==> src/csr_pkg.sv <==
package csr_pkg;

    typedef logic [13:0] csr_addr_t;
    typedef logic [31:0] csr_word_t;

    // register addresses
    localparam csr_addr_t CSR_CRMD   = 14'h0;
    localparam csr_addr_t CSR_PRMD   = 14'h1;
    localparam csr_addr_t CSR_ECTL   = 14'h4;
    localparam csr_addr_t CSR_ESTAT  = 14'h5;
    localparam csr_addr_t CSR_ERA    = 14'h6;
    localparam csr_addr_t CSR_BADV   = 14'h7;
    localparam csr_addr_t CSR_EENTRY = 14'hc;
    localparam csr_addr_t CSR_CPUID  = 14'h20;
    localparam csr_addr_t CSR_SAVE0  = 14'h30;
    localparam csr_addr_t CSR_SAVE1  = 14'h31;
    localparam csr_addr_t CSR_SAVE2  = 14'h32;
    localparam csr_addr_t CSR_SAVE3  = 14'h33;
    localparam csr_addr_t CSR_TID    = 14'h40;
    localparam csr_addr_t CSR_TCFG   = 14'h41;
    localparam csr_addr_t CSR_TVAL   = 14'h42;
    localparam csr_addr_t CSR_TICLR  = 14'h44;

    // crmd fields
    localparam int CRMD_PLV_LSB  = 0;
    localparam int CRMD_PLV_MSB  = 1;
    localparam int CRMD_IE       = 2;
    localparam int CRMD_DA       = 3;
    localparam int CRMD_PG       = 4;
    localparam int CRMD_DATF_LSB = 5;
    localparam int CRMD_DATF_MSB = 6;
    localparam int CRMD_DATM_LSB = 7;
    localparam int CRMD_DATM_MSB = 8;

    // prmd fields
    localparam int PRMD_PPLV_LSB = 0;
    localparam int PRMD_PPLV_MSB = 1;
    localparam int PRMD_PIE      = 2;

    // shared by ectl.lie and estat.is
    localparam int INT_LSB = 0;
    localparam int INT_MSB = 12;

    localparam int ESTAT_SWI_MSB      = 1;
    localparam int ESTAT_HWI_LSB      = 2;
    localparam int ESTAT_HWI_MSB      = 10;
    localparam int ESTAT_ECODE_LSB    = 16;
    localparam int ESTAT_ECODE_MSB    = 21;
    localparam int ESTAT_ESUBCODE_LSB = 22;
    localparam int ESTAT_ESUBCODE_MSB = 30;

    localparam int TCFG_EN          = 0;
    localparam int TCFG_PERIODIC    = 1;
    localparam int TCFG_INITVAL_LSB = 2;
    localparam int TCFG_INITVAL_MSB = 31;

    localparam int TICLR_CLR = 0;

    localparam int EENTRY_VA_LSB = 6;
    localparam int EENTRY_VA_MSB = 31;

    localparam int TIMER_IRQ_BIT = 11;

    typedef struct packed {
        logic      we;
        csr_addr_t addr;
        csr_word_t data;
    } csr_write_t;

    typedef struct packed {
        logic       excp_flush;
        logic       ertn_flush;
        logic [5:0] ecode;
        logic [8:0] esubcode;
        csr_word_t  era;
    } excp_event_t;

    typedef struct packed {
        logic      valid;
        csr_word_t addr;
    } va_fault_t;

    typedef struct packed {
        csr_word_t crmd;
        csr_word_t prmd;
        csr_word_t ectl;
        csr_word_t estat;
        csr_word_t era;
        csr_word_t badv;
        csr_word_t eentry;
    } exc_view_t;

    typedef struct packed {
        csr_word_t tcfg;
        csr_word_t tval;
    } timer_view_t;

    typedef struct packed {
        csr_word_t save0;
        csr_word_t save1;
        csr_word_t save2;
        csr_word_t save3;
        csr_word_t tid;
    } scratch_view_t;

endpackage
==> src/csr_file.sv <==
`timescale 1ns/10ps

module csr_file
    import csr_pkg::*;
#(
    parameter csr_word_t CPU_ID = 32'h0
)
(
    input  logic        clk,
    input  logic        rst,
    input  csr_write_t  wr1_i,
    input  csr_write_t  wr2_i,
    input  excp_event_t excp_i,
    input  va_fault_t   va_fault_i,
    input  logic [8:0]  interrupt_i,
    input  csr_addr_t   raddr_i,
    output csr_word_t   rdata_o,
    output logic        has_int_o,
    output logic [1:0]  plv_o,
    output csr_word_t   eentry_o,
    output csr_word_t   era_o,
    output csr_word_t   tid_o
);

    csr_write_t    wr;
    logic          timer_irq;
    exc_view_t     exc_view;
    timer_view_t   timer_view;
    scratch_view_t scratch_view;

    csr_write_select csr_write_select_inst (
        .rst_i (rst),
        .wr1_i (wr1_i),
        .wr2_i (wr2_i),
        .wr_o  (wr)
    );

    csr_exception_regs csr_exception_regs_inst (
        .clk         (clk),
        .rst         (rst),
        .wr_i        (wr),
        .excp_i      (excp_i),
        .va_fault_i  (va_fault_i),
        .interrupt_i (interrupt_i),
        .timer_irq_i (timer_irq),
        .view_o      (exc_view),
        .has_int_o   (has_int_o),
        .plv_o       (plv_o),
        .eentry_o    (eentry_o),
        .era_o       (era_o)
    );

    csr_timer csr_timer_inst (
        .clk         (clk),
        .rst         (rst),
        .wr_i        (wr),
        .view_o      (timer_view),
        .timer_irq_o (timer_irq)
    );

    csr_scratch_regs csr_scratch_regs_inst (
        .clk    (clk),
        .rst    (rst),
        .wr_i   (wr),
        .view_o (scratch_view),
        .tid_o  (tid_o)
    );

    csr_read_mux #(
        .CPU_ID (CPU_ID)
    ) csr_read_mux_inst (
        .raddr_i   (raddr_i),
        .exc_i     (exc_view),
        .timer_i   (timer_view),
        .scratch_i (scratch_view),
        .rdata_o   (rdata_o)
    );

endmodule

==> src/csr_read_mux.sv <==
`timescale 1ns/10ps

module csr_read_mux
    import csr_pkg::*;
#(
    parameter csr_word_t CPU_ID = 32'h0
)
(
    input  csr_addr_t     raddr_i,
    input  exc_view_t     exc_i,
    input  timer_view_t   timer_i,
    input  scratch_view_t scratch_i,
    output csr_word_t     rdata_o
);

    always_comb begin
        case (raddr_i)
            CSR_CRMD:   rdata_o = exc_i.crmd;
            CSR_PRMD:   rdata_o = exc_i.prmd;
            CSR_ECTL:   rdata_o = exc_i.ectl;
            CSR_ESTAT:  rdata_o = exc_i.estat;
            CSR_ERA:    rdata_o = exc_i.era;
            CSR_BADV:   rdata_o = exc_i.badv;
            CSR_EENTRY: rdata_o = exc_i.eentry;
            CSR_CPUID:  rdata_o = CPU_ID;
            CSR_SAVE0:  rdata_o = scratch_i.save0;
            CSR_SAVE1:  rdata_o = scratch_i.save1;
            CSR_SAVE2:  rdata_o = scratch_i.save2;
            CSR_SAVE3:  rdata_o = scratch_i.save3;
            CSR_TID:    rdata_o = scratch_i.tid;
            CSR_TCFG:   rdata_o = timer_i.tcfg;
            CSR_TVAL:   rdata_o = timer_i.tval;
            // ticlr is write-only and lands here too
            default:    rdata_o = '0;
        endcase
    end

endmodule

==> src/csr_scratch_regs.sv <==
`timescale 1ns/10ps

module csr_scratch_regs
    import csr_pkg::*;
(
    input  logic          clk,
    input  logic          rst,
    input  csr_write_t    wr_i,
    output scratch_view_t view_o,
    output csr_word_t     tid_o
);

    csr_word_t save_q [4];
    csr_word_t tid_q;

    logic wr_save;
    logic wr_tid;

    // save0..save3 sit on four consecutive addresses
    assign wr_save = wr_i.we && (wr_i.addr[13:2] == CSR_SAVE0[13:2]);
    assign wr_tid  = wr_i.we && (wr_i.addr == CSR_TID);

    always_ff @(posedge clk) begin
        if (wr_save) begin
            save_q[wr_i.addr[1:0]] <= wr_i.data;
        end
    end

    always_ff @(posedge clk) begin
        if (rst) begin
            tid_q <= '0;
        end else if (wr_tid) begin
            tid_q <= wr_i.data;
        end
    end

    assign tid_o = tid_q;

    assign view_o = '{
        save0: save_q[0],
        save1: save_q[1],
        save2: save_q[2],
        save3: save_q[3],
        tid:   tid_q
    };

endmodule

==> src/csr_timer.sv <==
`timescale 1ns/10ps

module csr_timer
    import csr_pkg::*;
(
    input  logic        clk,
    input  logic        rst,
    input  csr_write_t  wr_i,
    output timer_view_t view_o,
    output logic        timer_irq_o
);

    csr_word_t tcfg_q;
    csr_word_t tval_q;
    logic timer_en_q;
    logic irq_q;

    logic wr_tcfg;
    logic clr_irq;
    logic expire;
    csr_word_t load_val;
    csr_word_t reload_val;

    assign wr_tcfg = wr_i.we && (wr_i.addr == CSR_TCFG);
    assign clr_irq = wr_i.we && (wr_i.addr == CSR_TICLR) && wr_i.data[TICLR_CLR];
    assign expire  = timer_en_q && (tval_q == '0);

    // initval counts in units of four cycles
    assign load_val   = {wr_i.data[TCFG_INITVAL_MSB:TCFG_INITVAL_LSB], 2'b00};
    assign reload_val = {tcfg_q[TCFG_INITVAL_MSB:TCFG_INITVAL_LSB], 2'b00};

    always_ff @(posedge clk) begin
        if (rst) begin
            tcfg_q <= '0;
        end else if (wr_tcfg) begin
            tcfg_q <= wr_i.data;
        end
    end

    // one-shot mode stops after the first expiry
    always_ff @(posedge clk) begin
        if (rst) begin
            timer_en_q <= 1'b0;
        end else if (wr_tcfg) begin
            timer_en_q <= wr_i.data[TCFG_EN];
        end else if (expire) begin
            timer_en_q <= tcfg_q[TCFG_PERIODIC];
        end
    end

    always_ff @(posedge clk) begin
        if (wr_tcfg) begin
            tval_q <= load_val;
        end else if (expire) begin
            tval_q <= tcfg_q[TCFG_PERIODIC] ? reload_val : '1;
        end else if (timer_en_q) begin
            tval_q <= tval_q - 32'd1;
        end
    end

    // clear beats tcfg write beats expiry
    always_ff @(posedge clk) begin
        if (rst) begin
            irq_q <= 1'b0;
        end else if (clr_irq) begin
            irq_q <= 1'b0;
        end else if (expire && !wr_tcfg) begin
            irq_q <= 1'b1;
        end
    end

    assign timer_irq_o = irq_q;

    assign view_o = '{
        tcfg: tcfg_q,
        tval: tval_q
    };

endmodule

==> src/csr_exception_regs.sv <==
`timescale 1ns/10ps

module csr_exception_regs
    import csr_pkg::*;
(
    input  logic        clk,
    input  logic        rst,
    input  csr_write_t  wr_i,
    input  excp_event_t excp_i,
    input  va_fault_t   va_fault_i,
    input  logic [8:0]  interrupt_i,
    input  logic        timer_irq_i,
    output exc_view_t   view_o,
    output logic        has_int_o,
    output logic [1:0]  plv_o,
    output csr_word_t   eentry_o,
    output csr_word_t   era_o
);

    csr_word_t crmd_q;
    csr_word_t prmd_q;
    csr_word_t ectl_q;
    csr_word_t era_q;
    csr_word_t badv_q;
    logic [ESTAT_SWI_MSB:0] swi_q;
    logic [8:0] hwi_q;
    logic [5:0] ecode_q;
    logic [8:0] esubcode_q;
    logic [EENTRY_VA_MSB:EENTRY_VA_LSB] eentry_va_q;

    csr_word_t estat;
    csr_word_t eentry;

    logic wr_crmd;
    logic wr_prmd;
    logic wr_ectl;
    logic wr_estat;
    logic wr_era;
    logic wr_badv;
    logic wr_eentry;

    assign wr_crmd   = wr_i.we && (wr_i.addr == CSR_CRMD);
    assign wr_prmd   = wr_i.we && (wr_i.addr == CSR_PRMD);
    assign wr_ectl   = wr_i.we && (wr_i.addr == CSR_ECTL);
    assign wr_estat  = wr_i.we && (wr_i.addr == CSR_ESTAT);
    assign wr_era    = wr_i.we && (wr_i.addr == CSR_ERA);
    assign wr_badv   = wr_i.we && (wr_i.addr == CSR_BADV);
    assign wr_eentry = wr_i.we && (wr_i.addr == CSR_EENTRY);

    // crmd, flush and return override software writes
    always_ff @(posedge clk) begin
        if (rst) begin
            crmd_q <= '0;
            crmd_q[CRMD_DA] <= 1'b1;
        end else if (excp_i.excp_flush) begin
            crmd_q[CRMD_PLV_MSB:CRMD_PLV_LSB] <= 2'b00;
            crmd_q[CRMD_IE] <= 1'b0;
        end else if (excp_i.ertn_flush) begin
            crmd_q[CRMD_PLV_MSB:CRMD_PLV_LSB] <= prmd_q[PRMD_PPLV_MSB:PRMD_PPLV_LSB];
            crmd_q[CRMD_IE] <= prmd_q[PRMD_PIE];
        end else if (wr_crmd) begin
            crmd_q[CRMD_PLV_MSB:CRMD_PLV_LSB]   <= wr_i.data[CRMD_PLV_MSB:CRMD_PLV_LSB];
            crmd_q[CRMD_IE]                     <= wr_i.data[CRMD_IE];
            crmd_q[CRMD_DA]                     <= wr_i.data[CRMD_DA];
            crmd_q[CRMD_PG]                     <= wr_i.data[CRMD_PG];
            crmd_q[CRMD_DATF_MSB:CRMD_DATF_LSB] <= wr_i.data[CRMD_DATF_MSB:CRMD_DATF_LSB];
            crmd_q[CRMD_DATM_MSB:CRMD_DATM_LSB] <= wr_i.data[CRMD_DATM_MSB:CRMD_DATM_LSB];
        end
    end

    // prmd saves plv and ie on exception entry
    always_ff @(posedge clk) begin
        if (rst) begin
            prmd_q <= '0;
        end else if (excp_i.excp_flush) begin
            prmd_q[PRMD_PPLV_MSB:PRMD_PPLV_LSB] <= crmd_q[CRMD_PLV_MSB:CRMD_PLV_LSB];
            prmd_q[PRMD_PIE] <= crmd_q[CRMD_IE];
        end else if (wr_prmd) begin
            prmd_q[PRMD_PPLV_MSB:PRMD_PPLV_LSB] <= wr_i.data[PRMD_PPLV_MSB:PRMD_PPLV_LSB];
            prmd_q[PRMD_PIE] <= wr_i.data[PRMD_PIE];
        end
    end

    always_ff @(posedge clk) begin
        if (rst) begin
            ectl_q <= '0;
        end else if (wr_ectl) begin
            ectl_q[INT_MSB:INT_LSB] <= wr_i.data[INT_MSB:INT_LSB];
        end
    end

    // hardware lines are sampled every cycle
    always_ff @(posedge clk) begin
        if (rst) begin
            swi_q      <= '0;
            hwi_q      <= '0;
            ecode_q    <= '0;
            esubcode_q <= '0;
        end else begin
            hwi_q <= interrupt_i;
            if (excp_i.excp_flush) begin
                ecode_q    <= excp_i.ecode;
                esubcode_q <= excp_i.esubcode;
            end else if (wr_estat) begin
                swi_q <= wr_i.data[ESTAT_SWI_MSB:0];
            end
        end
    end

    always_ff @(posedge clk) begin
        if (excp_i.excp_flush) begin
            era_q <= excp_i.era;
        end else if (wr_era) begin
            era_q <= wr_i.data;
        end
    end

    // software write beats a faulting address
    always_ff @(posedge clk) begin
        if (wr_badv) begin
            badv_q <= wr_i.data;
        end else if (va_fault_i.valid) begin
            badv_q <= va_fault_i.addr;
        end
    end

    always_ff @(posedge clk) begin
        if (wr_eentry) begin
            eentry_va_q <= wr_i.data[EENTRY_VA_MSB:EENTRY_VA_LSB];
        end
    end

    // timer flag joins estat without another register stage
    always_comb begin
        estat = '0;
        estat[ESTAT_SWI_MSB:0] = swi_q;
        estat[ESTAT_HWI_MSB:ESTAT_HWI_LSB] = hwi_q;
        estat[TIMER_IRQ_BIT] = timer_irq_i;
        estat[ESTAT_ECODE_MSB:ESTAT_ECODE_LSB] = ecode_q;
        estat[ESTAT_ESUBCODE_MSB:ESTAT_ESUBCODE_LSB] = esubcode_q;
    end

    assign eentry = {eentry_va_q, {EENTRY_VA_LSB{1'b0}}};

    assign has_int_o = (|(ectl_q[INT_MSB:INT_LSB] & estat[INT_MSB:INT_LSB])) & crmd_q[CRMD_IE];

    // privilege seen by the pipeline during a flush
    always_comb begin
        if (excp_i.excp_flush) begin
            plv_o = 2'b00;
        end else if (excp_i.ertn_flush) begin
            plv_o = prmd_q[PRMD_PPLV_MSB:PRMD_PPLV_LSB];
        end else begin
            plv_o = crmd_q[CRMD_PLV_MSB:CRMD_PLV_LSB];
        end
    end

    assign eentry_o = eentry;
    assign era_o    = era_q;

    assign view_o = '{
        crmd:   crmd_q,
        prmd:   prmd_q,
        ectl:   ectl_q,
        estat:  estat,
        era:    era_q,
        badv:   badv_q,
        eentry: eentry
    };

endmodule

==> src/csr_write_select.sv <==
`timescale 1ns/10ps

module csr_write_select
    import csr_pkg::*;
(
    input  logic       rst_i,
    input  csr_write_t wr1_i,
    input  csr_write_t wr2_i,
    output csr_write_t wr_o
);

    // port 1 has priority, port 2 only lands when port 1 is idle
    always_comb begin
        if (wr1_i.we) begin
            wr_o = wr1_i;
        end else begin
            wr_o = wr2_i;
        end
        // no writes while in reset
        if (rst_i) begin
            wr_o.we = 1'b0;
        end
    end

endmodule

==> config.mk <==
export PLATFORM = sky130hd
export DESIGN_NAME = csr_file
export DESIGN_NICKNAME = d
export VERILOG_FILES = /design/src/csr_pkg.sv /design/src/csr_file.sv /design/src/csr_read_mux.sv /design/src/csr_scratch_regs.sv /design/src/csr_timer.sv /design/src/csr_exception_regs.sv /design/src/csr_write_select.sv
export SDC_FILE = /design/constraint.sdc
export NUM_CORES = 1
export LEC_CHECK = 0
export BUFFER_PORTS_ARGS = -buffer_cell sky130_fd_sc_hd__buf_4
export CAP_MARGIN = 20
export CORE_MARGIN = 4
export CORE_UTILIZATION = 35
export DETAILED_ROUTE_END_ITERATION = 8
export GPL_ROUTABILITY_DRIVEN = 0
export GPL_TIMING_DRIVEN = 0
export PLACE_DENSITY_LB_ADDON = 0.15
export SYNTH_ARGS = -nofsm -noshare
export SYNTH_HDL_FRONTEND = slang
export SYNTH_SLANG_ARGS = --single-unit
==> constraint.sdc <==
create_clock -name clk -period 6.7 [get_ports clk]
set_input_delay 0.67 -clock clk [delete_from_list [all_inputs] [get_ports clk]]
set_output_delay 0.67 -clock clk [all_outputs]
set_load 0.01 [all_outputs]
Word-level counts from Yosys, hierarchy flattened --
Memory sizes are Yosys's and may differ from the RTL's. Index checks and enable logic that the tools add are counted.
Storage, ports and cells: logic and storage cells 97, bits in read-only memories 0, RAM bits 128, register bits after elaboration 239, latch bits 0, input port bits 201, memories kept 1, output and inout port bits 131
Cells by class: add/sub/neg operators 1, bitwise logic cells 4, div/mod/pow operators 0, reduce and logical (&&, ||, !) cells 30, shifts and indexed selects 0, $mul 0, eq/ne operators 23, mux-type cells 21, magnitude comparators 0
Memory list:
- csr_scratch_regs_inst.save_q | words 4, bits a word 32, read ports 4, clocked after Yosys merged registers in 0, write ports 1, line csr_scratch_regs.sv:13 | csr_word_t save_q [4];
Operators by type and width (number):
- one-hot mux 32 bit (14 select lines) | 1
- 2-to-1 mux 32 bit | 8
- equality test 14 x 3 -> 1 bit, second input constant | 8
- equality test 14 x 7 -> 1 bit, second input constant | 6
- equality test 14 x 6 -> 1 bit, second input constant | 4
- 2-to-1 mux 47 bit | 1
- logical NOT 32 bit | 1
- subtractor 32 x 1 -> 32 bit, second input constant | 1
- equality test 14 x 1 -> 1 bit, second input constant | 2
- equality test 14 x 4 -> 1 bit, second input constant | 2
- logical NOT 14 bit | 2
- logical AND 1 bit | 14
- bitwise AND 13 x 12 -> 13 bit | 1
- OR reduction 13 bit | 1
- equality test 12 x 4 -> 1 bit, second input constant | 1
- 2-to-1 mux 3 bit | 4
- nonzero test 2 bit | 6
- 2-to-1 mux 1 bit | 5
- 2-to-1 mux 2 bit | 2
- OR reduction 2 bit | 2
- AND reduction 3 bit | 1
- nonzero test 3 bit | 1
- inverter 1 bit | 2
- AND reduction 2 bit | 1
- 2 further kinds | 2

Longest topological paths before layout --
Gate-level depths: netlist of run 1.
depth in word-level cells 5, depth in mapped cells 9, gate-level depth less buffers 7

Hierarchy --
Synthesis of run 1 repeated with hierarchy kept, for this count alone.
Unflattened totals: cells, all modules 1783, area total of the unflattened synthesis 20004.2 µm²
Modules (own cells, without submodules):
- csr_exception_regs | area each 6667.6 µm², cells an instance 531, seq. area each 3723.6 µm², times used 1
- csr_scratch_regs | area each 5639.2 µm², cells an instance 313, seq. area each 4484.3 µm², times used 1
- csr_read_mux | area each 3549.7 µm², cells an instance 499, seq. area each 0.0 µm², times used 1
- csr_timer | area each 3460.8 µm², cells an instance 388, seq. area each 1621.6 µm², times used 1
- csr_write_select | area each 686.9 µm², cells an instance 52, seq. area each 0.0 µm², times used 1

Worst setup path before layout of run 1 --
Ideal clock, no wire load.
path kind input to register, from input port wr1_i[46] in the netlist's numbering, to memory csr_scratch_regs_inst.save_q[0][0] in the netlist's numbering (enable), data arrival time 5078 ps, setup slack 1120 ps, required time 6198 ps, stages 7, buffers on the path 4, cells stage by stage buf_2 buf_2 buf_1 buf_1 nand3_1 a22oi_1 nor4bb_1
On the way: cells in the longest elaborated chain, start to end 5
RTL lines:
- start: declaration | line csr_file.sv:11 | input csr_write_t wr1_i,
- 2-to-1 mux 47 bit (*) | line csr_write_select.sv:14 | if (wr1_i.we) begin
- equality test 12 x 4 -> 1 bit / 2-to-1 mux 1 bit (equally long branches) | line csr_scratch_regs.sv:20, csr_write_select.sv:20
- logical AND 1 bit | line csr_scratch_regs.sv:20 | assign wr_save = wr_i.we && (wr_i.addr[13:2] == CSR_SAVE0[13:2]);
- 2-to-1 mux 1 bit | line csr_scratch_regs.sv:24 | if (wr_save) begin
- 2-to-1 mux 1 bit (not written as such) | line csr_scratch_regs.sv:25 | save_q[wr_i.addr[1:0]] <= wr_i.data;
- end: declaration | line csr_scratch_regs.sv:13
Mark *: on every way between the ends. The rest lies on a longest branch, timed or not.

Worst setup path in the final report of run 1 --
from input port raddr_i[9], to output port rdata_o[10]
On the way: cells in the longest elaborated chain, start to end 2
RTL lines:
- start: declaration | line csr_file.sv:16 | input csr_addr_t raddr_i,
- equality test 14 x 7 -> 1 bit (tied with other cells) | line csr_read_mux.sv:17 | case (raddr_i)
- one-hot mux 32 bit (14 select lines) (*) | line csr_read_mux.sv:17
- end: declaration | line csr_file.sv:17 | output csr_word_t rdata_o,
Marked as above.

==> parameters.txt, run 1 <==
Parameter                              Value

Outcome
  Outcome    finished, final reports clean

Layout
  Area added between synthesis and finish    29.53%
  Fraction of final layout cells sized beyond drive strength 1    0.3275
  FF/Latch Area    9829 sq um
  Filler Cells Inserted    4698
  Multi-input gate area    6794 sq um
  Non-filler instance count after layout    2493
  Antenna cell count    0
  Number of nets in the layout    1998

Critical path
  Flop-to-flop setup slack    3.15 ns
  Worst-path maximum fanout    10
  Category of the most critical setup path    in2out
  Critical path required time    6.03 ns
  Cell-by-cell listing of the critical path    buf_4 -> or4_1 -> nor4_2 -> and2_1 -> clkbuf_1 -> clkbuf_1 -> a222oi_1 -> o2111ai_1 -> buf_4
  Standard cell with the maximum stage delay on the critical path    sky130_fd_sc_hd__nor4_2
  Biggest cell delay along the critical path    0.78 ns
  Data arrival time of the critical path    4.49 ns
  Startpoint type of the worst setup path    primary input
  Type of destination of the critical path    output pin

Yosys
  Flip-flop and latch count after synthesis    367
  Synth cell count leaders    248 x sky130_fd_sc_hd__edfxtp_1, 119 x sky130_fd_sc_hd__dfxtp_1, 107 x sky130_fd_sc_hd__nand2_1, 101 x sky130_fd_sc_hd__nor2_1, 65 x sky130_fd_sc_hd__a21oi_1
  Cell type with the highest aggregate area in the netlist    sky130_fd_sc_hd__edfxtp_1
  Dominant cells by area after synthesis    sky130_fd_sc_hd__edfxtp_1 43%, sky130_fd_sc_hd__dfxtp_1 14%, sky130_fd_sc_hd__mux4_2 4.2%
  Proportion of synthesized chip area in sequential cells    0.5700
  Synthesized netlist cell count    1400
  Cell area after technology mapping    17240 sq um
  Synthesized area divided by synthesized cell count    12.32 sq um
  Number of synthesized flops with an enable pin    248
  Area share of the leading cell type in the synthesized netlist    0.4319
  Share of flip-flops with an asynchronous set or reset after synthesis    0
  Post-synth top flop    sky130_fd_sc_hd__edfxtp_1
  Warnings from Yosys    0
  Most frequent cell after synthesis    sky130_fd_sc_hd__edfxtp_1
  Post-synthesis cell type count    80

Placed design
  Number of port buffers    322
  # placed instances    2413
  Detailed placer's ending HPWL    51.72 mm

Global routing
  M2 GR Usage    0.4145
  Total global routing overflow    0
  Wire length of the first global-routing pass    99.14 mm
  Total Routing Usage GR    0.2558
  Initial antenna violation count    2
  Maximum number of pins on one net before global-route repair    19
  Top Usage Layer GRT    met2
  Via count of the first global-routing pass    14230
  Global routing usage on met1    0.3444
  Routing usage on met3    0.05649

STA
  Worst slew pin tran    1.201 ns
  Final hold violation count    0
  Final critical-path required period    5.157 ns
  Fraction of the cycle the final worst path needs    0.7697
  Unrepaired setup endpoints after global routing    false
  Setup TNS    0 ns
  Maximum clock skew at final layout    0.01450 ns
  Max-slew violations    0
  Number of failing setup endpoints in the final timing report    0
  Maximum clock frequency    193.9 MHz
  Worst rel slew slack    0.1991

Floorplan
  Die X    230.0 microns
  Floorplan die height    230.0 microns
  Initial core utilization    0.3530
  Total die area    52880 sq um
  IO Count    332
  Std cell rows    81
  Total core area    48850 sq um

Power
  Power after layout    5.169 mW
  Worst VDD drop    0.0001444 V
  Power density normalized to cell area    231.4 nW/um^2
  Leak pwr    7.945 nW

Routing
  Routed wire length    69.84 mm
  Detailed-route wire length per cell    28.02 microns
  Count of nets left with antenna violations after detail routing    0
  DR vias/cell    5.692
  Post-detailed-route DRC marker count    0
  Number of search-and-repair iterations in the first detailed-routing pass    6
  Iteration-0 DRC count of the detailed router    1736
  Routed via count    14190

Clock network
  CTS-repair resized insts    0
  Clock tree from TritonCTS    done
  Clk_lat worst skew    0.57 ns
  Cts hold-fix bufs    0
  Level count of the clock H-tree    2
  CTS Root Buffer Type    sky130_fd_sc_hd__clkbuf_16
  CTS Sinks    367
  Clk pin slew, worst setup/hold paths    0.06 ns
  Setup Fix Bufs, Post-CTS    0
  Max Root-Sink Buffers    3
  Number of buffers inserted during clock tree synthesis    42

Job
  Number of max-cap violations    0

Worst hold path
  Kind of path behind the tightest hold check    in2reg
-- power by group --
| part | total (mW) | switching, mW | internal (mW) |
|---|---|---|---|
| logic | 0.390 | 0.209 | 0.180 |
| clock network | 2.28 | 0.955 | 1.32 |
| registers | 2.50 | 0.0293 | 2.47 |
-- worst max-delay path: cells and delay by family --
family	cells	cell delay, ns
buf+inv	4	1.56
simple gates	3	1.76
compound gates	2	0.48
-- layout by cell type (no fill, tap or decap), types with 30 or more instances in the layout --
| master | netlist | final |
|---|---|---|
| sky130_fd_sc_hd__buf_4 | 39 | 363 |
| sky130_fd_sc_hd__edfxtp_1 | 248 | 248 |
| sky130_fd_sc_hd__dfxtp_1 | 119 | 119 |
| sky130_fd_sc_hd__nand2_1 | 107 | 107 |
| sky130_fd_sc_hd__nor2_1 | 101 | 100 |
| sky130_fd_sc_hd__clkbuf_1 | 64 | 73 |
| sky130_fd_sc_hd__a21oi_1 | 65 | 64 |
| sky130_fd_sc_hd__mux2_2 | 63 | 63 |
| sky130_fd_sc_hd__mux2i_1 | 55 | 55 |
| sky130_fd_sc_hd__clkbuf_16 | 0 | 42 |
| sky130_fd_sc_hd__a222oi_1 | 40 | 40 |
| sky130_fd_sc_hd__nor3_1 | 40 | 39 |
| sky130_fd_sc_hd__a22oi_1 | 37 | 37 |
| sky130_fd_sc_hd__mux2_1 | 33 | 33 |
| sky130_fd_sc_hd__mux4_2 | 32 | 32 |
| sky130_fd_sc_hd__nand4_1 | 30 | 30 |
-- routing by layer --
layer / share of wire / routed length, microns
met1: 0.41 / 28750
met2: 0.47 / 32870
met3: 0.089 / 6191
met4: 0.029 / 2019
met5: 0.00019 / 13
-- cells by family (layout without fill, tap and decap cells) --
group           count (synthesis)  count (layout)  share of synthesized area
other cells                     1               6                  0.0002175
compound gates                276             276                     0.1211
simple gates                  412             412                     0.1223
xor+xnor                       15              15                   0.007619
fa+ha+maj                       1               1                  0.0007255
mux                           183             183                     0.1364
flops                         367             367                     0.5700
buf+inv                       145             569                    0.04158
-- cell type report --
type                    count  area share
plain buffers             132     0.02991
clock buffers              59     0.05350
clock inverters            18    0.007002
inverters                  13    0.002185
multi-input cells         893      0.3042
flip-flops and latches    367      0.4401
well taps                 664     0.03719
repair buffers            347      0.1260
-- sequential cells by signal, summed over array words and instances, names as in the netlist, 13 cells and up --
signal                               count
csr_exception_regs_inst.eentry_va_q     26
csr_scratch_regs_inst.save_q           128
csr_timer_inst.tcfg_q                   32
csr_exception_regs_inst.era_o           32
csr_exception_regs_inst.badv_q          32
csr_exception_regs_inst.ectl_q          13
csr_timer_inst.tval_q                   32
csr_scratch_regs_inst.tid_o             32
-- metrics by stage --
stage / hold WS, ns / utilization / area (sq um) / setup WS (ns)
global route: 0.3051 / 0.4573 / 22340 / 1.483
detailed placement: 0.4684 / 0.4289 / 20950 / 1.644
CTS: 0.2901 / 0.4565 / 22300 / 1.638
finish: 0.3114 / 0.4573 / 22340 / 1.543
floorplan: 0.4316 / - / 17260 / 1.120
global placement: 0.4584 / 0.4199 / 20510 / -3.487
-- final timing paths --
check             cells after the start                          endpoint                 startpoint
hold / removal                        2  csr_exception_regs_inst.hwi_q[7]             interrupt_i[7]
setup reg to reg                      6         csr_timer_inst.tval_q[29]  csr_timer_inst.tval_q[11]
hold reg to reg                       2         csr_timer_inst.tcfg_q[19]  csr_timer_inst.tcfg_q[19]
setup / recovery                      9                       rdata_o[10]                 raddr_i[9]
Power figures use the tool's default switching activity.
==> run 2, diff against run 1 <==
- clock period: 6.7 -> 4.16 ns (I/O delays scaled with it)
==> parameters.txt, run 2 (synthesis results as in run 1) <==
Parameter                              Value

Layout
  Area added between synthesis and finish    29.11%
  Most common cell after layout, fill and taps aside    sky130_fd_sc_hd__buf_4
  Max FFs per register    128
  Number of nets in the layout    1992
  Fraction of final layout cells sized beyond drive strength 1    0.3304
  Final instance area    22260 sq um
  Commonest cells after routing, fill and taps aside    364 x sky130_fd_sc_hd__buf_4, 248 x sky130_fd_sc_hd__edfxtp_1, 119 x sky130_fd_sc_hd__dfxtp_1
  Non-filler instance count after layout    2487

Power
  Power after layout    8.187 mW
  Leak pwr    7.918 nW
  Worst VDD drop    0.0002169 V
  Power density normalized to cell area    367.7 nW/um^2

Placed design
  Number of port buffers    322
  # placed instances    2413
  Cell area after placement    20950 sq um
  Detailed placer's ending HPWL    51.87 mm
  Setup WS pre-CTS    -0.4366 ns

Clock network
  Max Root-Sink Buffers    3
  Clock tree from TritonCTS    done
  CTS Root Buffer Type    sky130_fd_sc_hd__clkbuf_16
  Clk_lat worst skew    0.56 ns
  Clk pin slew, worst setup/hold paths    0.06 ns
  Level count of the clock H-tree    2
  CTS Sinks    367
  Cts hold-fix bufs    0
  Number of buffers inserted during clock tree synthesis    40
  Setup Fix Bufs, Post-CTS    0

Routing
  Routed wire length    70.22 mm
  Post-detailed-route DRC marker count    0
  Iteration-0 DRC count of the detailed router    1713
  Count of nets left with antenna violations after detail routing    0
  Detailed-route wire length per cell    28.23 microns
  Routed via count    14390
  Number of search-and-repair iterations in the first detailed-routing pass    8
  DR vias/cell    5.788

Global routing
  Wire length of the first global-routing pass    100.0 mm
  Maximum number of pins on one net before global-route repair    19
  Initial antenna violation count    1
  Via count of the first global-routing pass    14200
  Total global routing overflow    0
  Total Routing Usage GR    0.2565

Floorplan
  Initial core utilization    0.3530
  Total die area    52880 sq um
  Total core area    48850 sq um
  Std cell rows    81
  Floorplan die height    230.0 microns
  Die X    230.0 microns
  IO Count    332

STA
  Setup slack of the critical path after layout    -0.01688 ns
  Final hold violation count    0
  Maximum clock skew at final layout    0.01482 ns
  Worst rel slew slack    0.2294
  Max-slew violations    0
  Maximum clock frequency    239.4 MHz
  Fraction of the cycle the final worst path needs    1.004
  Number of failing setup endpoints in the final timing report    1
  Setup TNS    -0.01688 ns
  Worst slew pin tran    1.156 ns
  Final critical-path required period    4.177 ns
  Unrepaired setup endpoints after global routing    false

Critical path
  Category of the most critical setup path    in2out
  Startpoint type of the worst setup path    primary input
  Type of destination of the critical path    output pin
  Data arrival time of the critical path    3.76 ns
  Worst-path maximum fanout    10
  Critical path required time    3.74 ns

Outcome
  Violated checks    negative setup slack
  Outcome    complete, but fails checks

Job
  Number of max-cap violations    0

Worst hold path
  Kind of path behind the tightest hold check    in2reg
==> run 2: cell count changes in the layout (fill, tap and decap cells not counted), sizes merged <==
cell and delta:
clkinv +5, diode +1, inv -2, clkinvlp +2, buf -1, clkbuf -11
==> run 2: repair_timing <==
item	CTS	global route
setup endpoints to repair	29	1
cloned	0	0
resized for setup	8	0
==> run 2: power breakdown <==
part	total (mW)	switching [mW]	internal, mW
combinational	0.624	0.336	0.288
clock	3.54	1.52	2.02
sequential	4.02	0.0461	3.98
total	8.19	1.91	6.28
==> run 2: cell type report <==
| cell class | instances | area [sq um] |
|---|---|---|
| clock inverters | 23 | 185.2 |
| clock buffers | 51 | 1105 |
| diodes | 1 | 2.502 |
| flip-flops and latches | 367 | 9829 |
| well taps | 664 | 830.8 |
| plain buffers | 130 | 668.1 |
| fillers | 4592 | 26590 |
| repair buffers | 345 | 2785 |
| inverters | 13 | 48.80 |
| multi-input cells | 893 | 6809 |
==> run 2: final timing paths <==
path,startpoint,end,slack [ns],cells after the start
worst max-delay path,raddr_i[9],rdata_o[10],-0.02,9
worst min-delay path,interrupt_i[3],csr_exception_regs_inst.hwi_q[3],0.07,2
worst max register to register,csr_timer_inst.tval_q[11],csr_timer_inst.tval_q[18],0.58,6
worst min register to register,csr_timer_inst.tcfg_q[5],csr_timer_inst.tcfg_q[5],0.48,2
==> run 2: per-stage QoR <==
step	hold slack, ns	util
2_1_floorplan	0.4316	-
3_3_place_gp	0.4578	0.4201
3_5_place_dp	0.4678	0.4289
4_1_cts	0.04971	0.4557
5_1_grt	0.06425	0.4557
6_report	0.07455	0.4558
==> run 2: routing by layer <==
metal	vias to the layer above	wire length, microns	track usage
met1	7272	28690	0.3513
met3	108	6375	0.04571
li1	6247	-	-
met2	767	33460	0.4243
met5	-	0	0
met4	0	1698	0.06427
==> run 2: worst max-delay path: stages <==
cell and delay [ns]:
sky130_fd_sc_hd__buf_4 0.11, sky130_fd_sc_hd__or4_1 0.67, sky130_fd_sc_hd__nor4_4 0.52, sky130_fd_sc_hd__and4_1 0.28
sky130_fd_sc_hd__clkbuf_1 0.65, sky130_fd_sc_hd__buf_2 0.50, sky130_fd_sc_hd__a222oi_1 0.21, sky130_fd_sc_hd__o2111ai_1 0.20
sky130_fd_sc_hd__buf_4 0.18
